### src/mc_adapter_pkg.sv
// Memory-channel adapter shared widths, queue depth and initialisation limits
`default_nettype none

package mc_adapter_pkg;

  // ------------------------------
  // Host and memory word geometry
  // ------------------------------
  localparam int host_addr_w = 16;
  localparam int mem_addr_w  = 6;
  localparam int data_w      = 32;
  localparam int sym_w       = 8;
  localparam int be_w        = data_w / sym_w;
  localparam int mdata_w     = 6;

  // ------------------------------
  // Request queue
  // ------------------------------
  localparam int req_depth_w = 3;

  // Write, partial, read and poison flags, then byte enables, address, data and tag
  localparam int req_word_w  = 4 + be_w + mem_addr_w + data_w + mdata_w;

  // ------------------------------
  // Zero initialisation
  // ------------------------------
  // The sequencer stops after this word has been written
  localparam logic [mem_addr_w-1:0] init_last_addr = {mem_addr_w{1'b1}};

endpackage

`default_nettype wire
### src/mc_channel_adapter.sv
// Memory-channel adapter top joining request decode, queue, issue and response return
`timescale 1ns/1ns
`default_nettype none

module mc_channel_adapter (
  input  logic                                   emif_usr_clk,
  input  logic                                   reset_n_eclk,
  // Host request port
  input  logic                                   read,
  input  logic                                   write,
  input  logic                                   write_poison,
  input  logic [mc_adapter_pkg::host_addr_w-1:0] address,
  input  logic [mc_adapter_pkg::host_addr_w-1:0] base_addr,
  input  logic                                   base_addr_vld,
  input  logic [mc_adapter_pkg::be_w-1:0]        byteenable,
  input  logic [mc_adapter_pkg::data_w-1:0]      writedata,
  input  logic [mc_adapter_pkg::mdata_w-1:0]     req_mdata,
  output logic                                   ready,
  // Host response port
  output logic                                   host_readdatavalid,
  output logic [mc_adapter_pkg::data_w-1:0]      host_readdata,
  output logic                                   host_read_poison,
  output logic [mc_adapter_pkg::mdata_w-1:0]     host_rsp_mdata,
  // Memory command port
  input  logic                                   mem_ready,
  output logic                                   mem_read,
  output logic                                   mem_write,
  output logic                                   mem_write_partial,
  output logic                                   mem_write_poison,
  output logic [mc_adapter_pkg::mem_addr_w-1:0]  mem_address,
  output logic [mc_adapter_pkg::data_w-1:0]      mem_writedata,
  output logic [mc_adapter_pkg::be_w-1:0]        mem_byteenable,
  input  logic                                   mem_readdatavalid,
  input  logic [mc_adapter_pkg::data_w-1:0]      mem_readdata,
  input  logic                                   mem_read_poison,
  // Status
  output logic                                   ram_init_done
);

  import mc_adapter_pkg::*;

  logic                  fifo_wr_en;
  logic [req_word_w-1:0] fifo_wr_data;
  logic                  fifo_rd_en;
  logic [req_word_w-1:0] fifo_rd_data;
  logic                  fifo_empty;
  logic                  fifo_full;
  logic                  read_issued;
  logic [mdata_w-1:0]    issued_mdata;

  mc_req_decode req_decode_i (
    .read          (read),
    .write         (write),
    .write_poison  (write_poison),
    .address       (address),
    .base_addr     (base_addr),
    .base_addr_vld (base_addr_vld),
    .byteenable    (byteenable),
    .writedata     (writedata),
    .req_mdata     (req_mdata),
    .ram_init_done (ram_init_done),
    .fifo_full     (fifo_full),
    .ready         (ready),
    .fifo_wr_en    (fifo_wr_en),
    .fifo_wr_data  (fifo_wr_data)
  );

  mc_sync_fifo #(
    .width   (req_word_w),
    .depth_w (req_depth_w)
  ) req_fifo_i (
    .emif_usr_clk (emif_usr_clk),
    .reset_n_eclk (reset_n_eclk),
    .wr_en        (fifo_wr_en),
    .wr_data      (fifo_wr_data),
    .rd_en        (fifo_rd_en),
    .rd_data      (fifo_rd_data),
    .empty        (fifo_empty),
    .full         (fifo_full)
  );

  mc_mem_issue mem_issue_i (
    .emif_usr_clk      (emif_usr_clk),
    .reset_n_eclk      (reset_n_eclk),
    .fifo_rd_data      (fifo_rd_data),
    .fifo_empty        (fifo_empty),
    .fifo_rd_en        (fifo_rd_en),
    .mem_ready         (mem_ready),
    .mem_read          (mem_read),
    .mem_write         (mem_write),
    .mem_write_partial (mem_write_partial),
    .mem_write_poison  (mem_write_poison),
    .mem_address       (mem_address),
    .mem_writedata     (mem_writedata),
    .mem_byteenable    (mem_byteenable),
    .ram_init_done     (ram_init_done),
    .read_issued       (read_issued),
    .issued_mdata      (issued_mdata)
  );

  mc_rsp_return rsp_return_i (
    .emif_usr_clk       (emif_usr_clk),
    .reset_n_eclk       (reset_n_eclk),
    .read_issued        (read_issued),
    .issued_mdata       (issued_mdata),
    .mem_readdatavalid  (mem_readdatavalid),
    .mem_readdata       (mem_readdata),
    .mem_read_poison    (mem_read_poison),
    .host_readdatavalid (host_readdatavalid),
    .host_readdata      (host_readdata),
    .host_read_poison   (host_read_poison),
    .host_rsp_mdata     (host_rsp_mdata)
  );

endmodule

`default_nettype wire

### src/mc_rsp_return.sv
// Read-tag tracking and registered read response toward the host
`timescale 1ns/1ns
`default_nettype none

module mc_rsp_return (
  input  logic                               emif_usr_clk,
  input  logic                               reset_n_eclk,
  input  logic                               read_issued,
  input  logic [mc_adapter_pkg::mdata_w-1:0] issued_mdata,
  input  logic                               mem_readdatavalid,
  input  logic [mc_adapter_pkg::data_w-1:0]  mem_readdata,
  input  logic                               mem_read_poison,
  output logic                               host_readdatavalid,
  output logic [mc_adapter_pkg::data_w-1:0]  host_readdata,
  output logic                               host_read_poison,
  output logic [mc_adapter_pkg::mdata_w-1:0] host_rsp_mdata
);

  import mc_adapter_pkg::*;

  logic [mdata_w-1:0] tag_head;
  logic               tag_empty;

  // ------------------------------
  // Tag queue
  // ------------------------------
  // Same depth as the request queue, so it cannot fill and full is left open
  mc_sync_fifo #(
    .width   (mdata_w),
    .depth_w (req_depth_w)
  ) tag_fifo_i (
    .emif_usr_clk (emif_usr_clk),
    .reset_n_eclk (reset_n_eclk),
    .wr_en        (read_issued),
    .wr_data      (issued_mdata),
    .rd_en        (mem_readdatavalid),
    .rd_data      (tag_head),
    .empty        (tag_empty),
    .full         ()
  );

  always_ff @(posedge emif_usr_clk) begin
    if (!reset_n_eclk) begin
      host_readdatavalid <= 1'b0;
    end else begin
      host_readdatavalid <= mem_readdatavalid;
    end
  end

  // Memory returns in issue order, so the oldest tag matches this data
  always_ff @(posedge emif_usr_clk) begin
    if (mem_readdatavalid) begin
      host_readdata    <= mem_readdata;
      host_read_poison <= mem_read_poison;
      host_rsp_mdata   <= tag_head;
    end
  end

  // Read data only comes back for reads the issue stage has handed over
  assert property (@(posedge emif_usr_clk) disable iff (!reset_n_eclk)
    mem_readdatavalid |-> !tag_empty)
    else $error("mc_rsp_return: read data with no outstanding read");

endmodule

`default_nettype wire

### src/mc_mem_issue.sv
// Zero-initialisation sequencer and memory command multiplexer
`timescale 1ns/1ns
`default_nettype none

module mc_mem_issue (
  input  logic                                  emif_usr_clk,
  input  logic                                  reset_n_eclk,
  input  logic [mc_adapter_pkg::req_word_w-1:0] fifo_rd_data,
  input  logic                                  fifo_empty,
  output logic                                  fifo_rd_en,
  input  logic                                  mem_ready,
  output logic                                  mem_read,
  output logic                                  mem_write,
  output logic                                  mem_write_partial,
  output logic                                  mem_write_poison,
  output logic [mc_adapter_pkg::mem_addr_w-1:0] mem_address,
  output logic [mc_adapter_pkg::data_w-1:0]     mem_writedata,
  output logic [mc_adapter_pkg::be_w-1:0]       mem_byteenable,
  output logic                                  ram_init_done,
  output logic                                  read_issued,
  output logic [mc_adapter_pkg::mdata_w-1:0]    issued_mdata
);

  import mc_adapter_pkg::*;

  logic [mem_addr_w-1:0] init_addr;

  logic                  head_write;
  logic                  head_partial;
  logic                  head_read;
  logic                  head_poison;
  logic [be_w-1:0]       head_be;
  logic [mem_addr_w-1:0] head_addr;
  logic [data_w-1:0]     head_data;
  logic [mdata_w-1:0]    head_mdata;

  // ------------------------------
  // Zero-initialisation sequencer
  // ------------------------------
  always_ff @(posedge emif_usr_clk) begin
    if (!reset_n_eclk) begin
      init_addr     <= '0;
      ram_init_done <= 1'b0;
    end else if (!ram_init_done && mem_ready) begin
      init_addr <= init_addr + 1'b1;
      if (init_addr == init_last_addr) begin
        ram_init_done <= 1'b1;
      end
    end
  end

  assign {head_write, head_partial, head_read, head_poison,
          head_be, head_addr, head_data, head_mdata} = fifo_rd_data;

  // ------------------------------
  // Command multiplexer
  // ------------------------------
  always_comb begin
    if (ram_init_done) begin
      mem_write         = !fifo_empty && head_write;
      mem_read          = !fifo_empty && head_read;
      mem_write_partial = !fifo_empty && head_partial;
      mem_write_poison  = head_poison;
      mem_address       = head_addr;
      mem_writedata     = head_data;
      mem_byteenable    = head_be;
    end else begin
      mem_write         = 1'b1;
      mem_read          = 1'b0;
      mem_write_partial = 1'b0;
      mem_write_poison  = 1'b0;
      mem_address       = init_addr;
      mem_writedata     = '0;
      mem_byteenable    = {be_w{1'b1}};
    end
  end

  // The head leaves the queue on the cycle the memory takes it
  assign fifo_rd_en   = ram_init_done && !fifo_empty && mem_ready;
  assign read_issued  = fifo_rd_en && head_read;
  assign issued_mdata = head_mdata;

  // A stalled command keeps its kind and address until the memory takes it
  assert property (@(posedge emif_usr_clk) disable iff (!reset_n_eclk)
    (mem_read || mem_write) && !mem_ready |=>
      $stable(mem_read) && $stable(mem_write) && $stable(mem_address))
    else $error("mc_mem_issue: stalled command changed before mem_ready");

endmodule

`default_nettype wire

### src/mc_req_decode.sv
// Host request acceptance, base-address translation and partial-write tagging
`timescale 1ns/1ns
`default_nettype none

module mc_req_decode (
  input  logic                              read,
  input  logic                              write,
  input  logic                              write_poison,
  input  logic [mc_adapter_pkg::host_addr_w-1:0] address,
  input  logic [mc_adapter_pkg::host_addr_w-1:0] base_addr,
  input  logic                              base_addr_vld,
  input  logic [mc_adapter_pkg::be_w-1:0]   byteenable,
  input  logic [mc_adapter_pkg::data_w-1:0] writedata,
  input  logic [mc_adapter_pkg::mdata_w-1:0] req_mdata,
  input  logic                              ram_init_done,
  input  logic                              fifo_full,
  output logic                              ready,
  output logic                              fifo_wr_en,
  output logic [mc_adapter_pkg::req_word_w-1:0] fifo_wr_data
);

  import mc_adapter_pkg::*;

  logic [host_addr_w-1:0] addr_offset;
  logic                   partial;

  // Host is held off until memory is zeroed and the window base is known
  assign ready      = !fifo_full && ram_init_done && base_addr_vld;
  assign fifo_wr_en = ready && (read || write);

  // ------------------------------
  // Address translation
  // ------------------------------
  // Upper bits of the offset fall away, the memory only sees its own window
  assign addr_offset = address - base_addr;

  // Any missing byte lane makes this a read-modify-write candidate downstream
  assign partial = write && (byteenable != {be_w{1'b1}});

  assign fifo_wr_data = {write, partial, read, write_poison, byteenable,
                         addr_offset[mem_addr_w-1:0], writedata, req_mdata};

  // One request is either a read or a write, never both
  always_comb begin
    assert #0 (!(fifo_wr_en && read && write))
      else $error("mc_req_decode: request with both read and write");
  end

endmodule

`default_nettype wire

### src/mc_sync_fifo.sv
// Synchronous first-word-fall-through FIFO built as a circular buffer
`timescale 1ns/1ns
`default_nettype none

module mc_sync_fifo #(
  parameter int width   = 8,
  parameter int depth_w = 3
) (
  input  logic             emif_usr_clk,
  input  logic             reset_n_eclk,
  input  logic             wr_en,
  input  logic [width-1:0] wr_data,
  input  logic             rd_en,
  output logic [width-1:0] rd_data,
  output logic             empty,
  output logic             full
);

  localparam int depth = 2 ** depth_w;

  logic [width-1:0]   mem [depth];
  logic [depth_w-1:0] wr_ptr;
  logic [depth_w-1:0] rd_ptr;
  logic [depth_w:0]   count;

  // Storage has no reset; only entries below the count are ever read
  always_ff @(posedge emif_usr_clk) begin
    if (wr_en) begin
      mem[wr_ptr] <= wr_data;
    end
  end

  // Pointers wrap naturally at the power-of-two depth
  always_ff @(posedge emif_usr_clk) begin
    if (!reset_n_eclk) begin
      wr_ptr <= '0;
      rd_ptr <= '0;
      count  <= '0;
    end else begin
      if (wr_en) begin
        wr_ptr <= wr_ptr + 1'b1;
      end
      if (rd_en) begin
        rd_ptr <= rd_ptr + 1'b1;
      end
      case ({wr_en, rd_en})
        2'b10:   count <= count + 1'b1;
        2'b01:   count <= count - 1'b1;
        default: count <= count;
      endcase
    end
  end

  // The head entry is visible without a read strobe
  assign rd_data = mem[rd_ptr];
  assign empty   = (count == '0);
  assign full    = (count == depth[depth_w:0]);

  assert property (@(posedge emif_usr_clk) disable iff (!reset_n_eclk) !(wr_en && full))
    else $error("mc_sync_fifo: write while full");

  assert property (@(posedge emif_usr_clk) disable iff (!reset_n_eclk) !(rd_en && empty))
    else $error("mc_sync_fifo: read while empty");

endmodule

`default_nettype wire

### config.mk
export PLATFORM = sky130hd
export DESIGN_NAME = mc_channel_adapter
export DESIGN_NICKNAME = d
export VERILOG_FILES = /design/src/mc_adapter_pkg.sv /design/src/mc_channel_adapter.sv /design/src/mc_rsp_return.sv /design/src/mc_mem_issue.sv /design/src/mc_req_decode.sv /design/src/mc_sync_fifo.sv
export SDC_FILE = /design/constraint.sdc
export NUM_CORES = 1
export LEC_CHECK = 0
export ABC_AREA = 0
export BUFFER_PORTS_ARGS = -buffer_cell sky130_fd_sc_hd__buf_2
export CAP_MARGIN = 40
export CORE_ASPECT_RATIO = 1.1
export CORE_MARGIN = 2
export CORE_UTILIZATION = 53
export CTS_CLUSTER_SIZE = 24
export DETAILED_ROUTE_END_ITERATION = 6
export PLACE_DENSITY = 0.72
export SETUP_SLACK_MARGIN = 0.5
export SLEW_MARGIN = 10
export SYNTH_ARGS = -nofsm -noshare
export SYNTH_HDL_FRONTEND = slang
export SYNTH_SLANG_ARGS = --single-unit
### constraint.sdc
create_clock -name emif_usr_clk -period 7.1 [get_ports emif_usr_clk]
set_input_delay 0.355 -clock emif_usr_clk [delete_from_list [all_inputs] [get_ports emif_usr_clk]]
set_output_delay 0.355 -clock emif_usr_clk [all_outputs]
set_load 0.03 [all_outputs]
==> impl_metrics.json <==
{
  "status": "completed",
  "cp_slowest_stage_delay_ns": 0.58,
  "hold_viol": 0,
  "dp_hpwl_um": 22100,
  "crit_type": "flip-flop to output port",
  "wl_per_cell_um": 22.5,
  "area_growth_pct": 17.6,
  "final_cell_mix": "503 x edfxtp_1, 182 x buf_2, 114 x mux4_2",
  "synth_edf_count": 503,
  "synthCells": 967,
  "async_flop_share_pct": 0,
  "viasPerCell": 5.65,
  "power_frac_clock_pct": 41.6,
  "yosysWarnings": 0,
  "rows": 75,
  "worst_slew_pin_slew_ns": 0.810,
  "fill_cells": 2595,
  "critPathMaxFanout": 54,
  "p_switching_uw": 1240,
  "p_leak_uw": 0.00799,
  "drc": 0,
  "drt-total-wl_um": 39400,
  "cts_htree_levels": 2,
  "numPortBuffers": 182,
  "rr_worst_depth": 6,
  "slew_headroom_pct": 45.9,
  "crit_family": "multiplexers",
  "core-area_um2": 38200,
  "swShare_pct": 19.8,
  "clockRootBuffer": "clkbuf_16",
  "antenna_left": 0,
  "path_buf_inv": 3,
  "synth_nets": 1095,
  "grtUsageTotal_pct": 19.9,
  "die_x_um": 192,
  "fin_skew_ns": 0.0193,
  "cts.repair.resized": 0,
  "synthTopCellsByArea": "edfxtp_1 74%, mux4_2 13%, mux2i_1 2.7%",
  "worst_path_max_delay_cell": "dfxtp_4",
  "grt-ovfl-total": 0,
  "setup_viol": 0,
  "reg2reg_slack_ns": 3.97,
  "final_common_cell": "edfxtp_1",
  "crit_end": "mem_writedata[30]",
  "grt_pass1_wl_um": 59500,
  "synth_seq_cells": 530,
  "fin_nets": 1340,
  "dr_total_vias": 9904,
  "vdd_drop_max_uv": 276,
  "cp-start-kind": "flip-flop",
  "critical_path_depth": 6,
  "synth_largest_area_cell": "edfxtp_1",
  "place.gp.congestion": 0.697,
  "yosysSeqAreaShare_pct": 76.2,
  "tns_ns": 0,
  "clkTransAtPathRegs_ns": 0.06,
  "clkLatencyLatePin_ns": 0.58,
  "rsz0062_at_grt": "false",
  "regToRegEndpoint": "rsp_return_i.tag_fifo_i.mem[6][0]",
  "dieArea_um2": 40300,
  "p_int_uw": 5010,
  "synthFlopType": "edfxtp_1",
  "initial_utilization_pct": 53.7,
  "fin_ws_ns": 3.48,
  "cts_tree": "done",
  "seqPwrFrac_pct": 55.3,
  "finalMaxSlewViolations": 0,
  "antenna_found_initial": 3,
  "cts_buffers": 52,
  "die_y_um": 210,
  "endpoint_kind": "output port",
  "cap_violations": 0,
  "drt-initial-drc-count": 782,
  "timing.final.crit_share_pct": 51.0,
  "avgSynthCellArea_um2": 21.2,
  "grt_max_degree": 59,
  "critPathArrivalTime_ns": 3.27,
  "post_cts_buffers": 0,
  "postCtsHoldBufs": 33,
  "min_period_ns": 3.62,
  "drive_gt1_share_pct": 34.4,
  "hold_ws_ns": 0.0368,
  "pre_cts_ws_ns": 3.91,
  "drt-pass1-iter-count": 5,
  "syn_area_um2": 20500,
  "path_cells": "buf_16 > buf_12 > mux4_2 > mux2i_1 > nor2b_1 > buf_2",
  "io_pins": 203,
  "required_ns": 6.74,
  "grt_pass1_vias": 10100,
  "powerDensity_nw_per_um2": 259,
  "synth_cell_type_count": 52,
  "clock-sinks": 530,
  "clock_path_buffers": 3,
  "yosysTopAreaCellShare_pct": 73.6,
  "p_comb_share_pct": 3.1,
  "fmax_ghz": 0.276,
  "hold_class": "input pin to flip-flop"
}
how the worst min path moves through the flow:
stage                              from  depth (start not counted)  slack (ns)                        endpoint
detailed placement  req_fifo_i.count[3]                          2        0.48             req_fifo_i.count[3]
CTS                       writedata[20]                          1       0.004           req_fifo_i.mem[2][26]
global route          mem_readdatavalid                          1        0.03  rsp_return_i.host_rsp_mdata[2]
floorplan           req_fifo_i.count[3]                          2        0.45             req_fifo_i.count[3]
global placement    req_fifo_i.count[3]                          2        0.47             req_fifo_i.count[3]
finish                    writedata[20]                          1        0.04           req_fifo_i.mem[1][26]
synthesized netlist by cell type, drive strengths merged (7+ instances only):
library cell	instances
a21oi	7
and2	16
buf	29
clkbuf	18
dfxtp	27
edfxtp	503
ha	12
inv	12
mux2	15
mux2i	55
mux4	114
nand2	24
nor2	15
nor2b	41
xnor2	11
cell type report:
cell class              instances  area, µm²  share of cell area [%]
inverters                      13       48.8                   0.202
flip-flops and latches        530      15700                    64.9
diodes                          1       2.50                  0.0104
repair buffers                238       1490                    6.16
clock inverters                28        203                   0.840
well taps                     500        626                    2.59
clock buffers                  67       1430                    5.92
multi-input cells             377       4670                    19.4
worst register-to-register path, cell delays in order, from the launching register on:
cell and delay (ns):
dfxtp_4 0.80, buf_4 0.30, buf_16 0.30, nand2b_1 0.20
o22ai_1 0.17, nor3_2 0.52, and4b_1 0.50
flip-flops by register name (all words and copies together) (netlist names), named ones only:
| signal | flops |
|---|---|
| rsp_return_i.host_rsp_mdata | 6 |
| mem_issue_i.init_addr | 6 |
| rsp_return_i.tag_fifo_i.mem | 48 |
| rsp_return_i.host_read_poison | 1 |
| rsp_return_i.host_readdatavalid | 1 |
| req_fifo_i.wr_ptr | 3 |
| req_fifo_i.mem | 416 |
| req_fifo_i.rd_ptr | 3 |
| rsp_return_i.host_readdata | 32 |
| rsp_return_i.tag_fifo_i.wr_ptr | 3 |
| req_fifo_i.count | 4 |
| mem_issue_i.ram_init_done | 1 |
| rsp_return_i.tag_fifo_i.rd_ptr | 3 |
power by group through the flow:
stage | Combinational (µW) | Clock [µW] | Sequential (µW)
CTS | 193 | 2670 | 3460
floorplan | 51.6 | 0 | 3560
finish | 191 | 2600 | 3460
global placement | 164 | 0 | 3530
global route | 209 | 2780 | 3460
detailed placement | 178 | 0 | 3520
routing by layer:
layer | vias up | GRT usage, % | share of wire [%]
met5 | - | 0 | 0.053
met4 | 4 | 5.38 | 1.7
met3 | 52 | 4.05 | 6.5
met2 | 303 | 34.0 | 51
met1 | 5111 | 26.3 | 41
li1 | 4434 | - | -
stage by stage:
step / instances / area [µm²] / total power [µW] / util (%)
2_1_floorplan: 967 / 20500 / 3610 / -
3_3_place_gp: 1621 / 22100 / 3690 / 57.8
3_5_place_dp: 1625 / 22200 / 3700 / 58.0
4_1_cts: 1753 / 24100 / 6320 / 63.2
5_1_grt: 1754 / 24100 / 6440 / 63.2
6_report: 1754 / 24100 / 6250 / 63.2
kinds of logic (layout without fill, tap and decap cells):
family                   Yosys count  count (layout)  synth area share (%)
other                              0               1                     0
AO/OA/AOI/OAI                     27              27                 0.902
adder cells (fa/ha/maj)           13              13                 0.829
XOR/XNOR                          16              16                 0.683
flip-flops                       530             530                  76.2
multiplexers                     184             184                  16.0
AND/OR/NAND/NOR                  137             137                  3.99
buffers and inverters             60             346                  1.35
No activity file was read; power rests on OpenSTA's default activity.
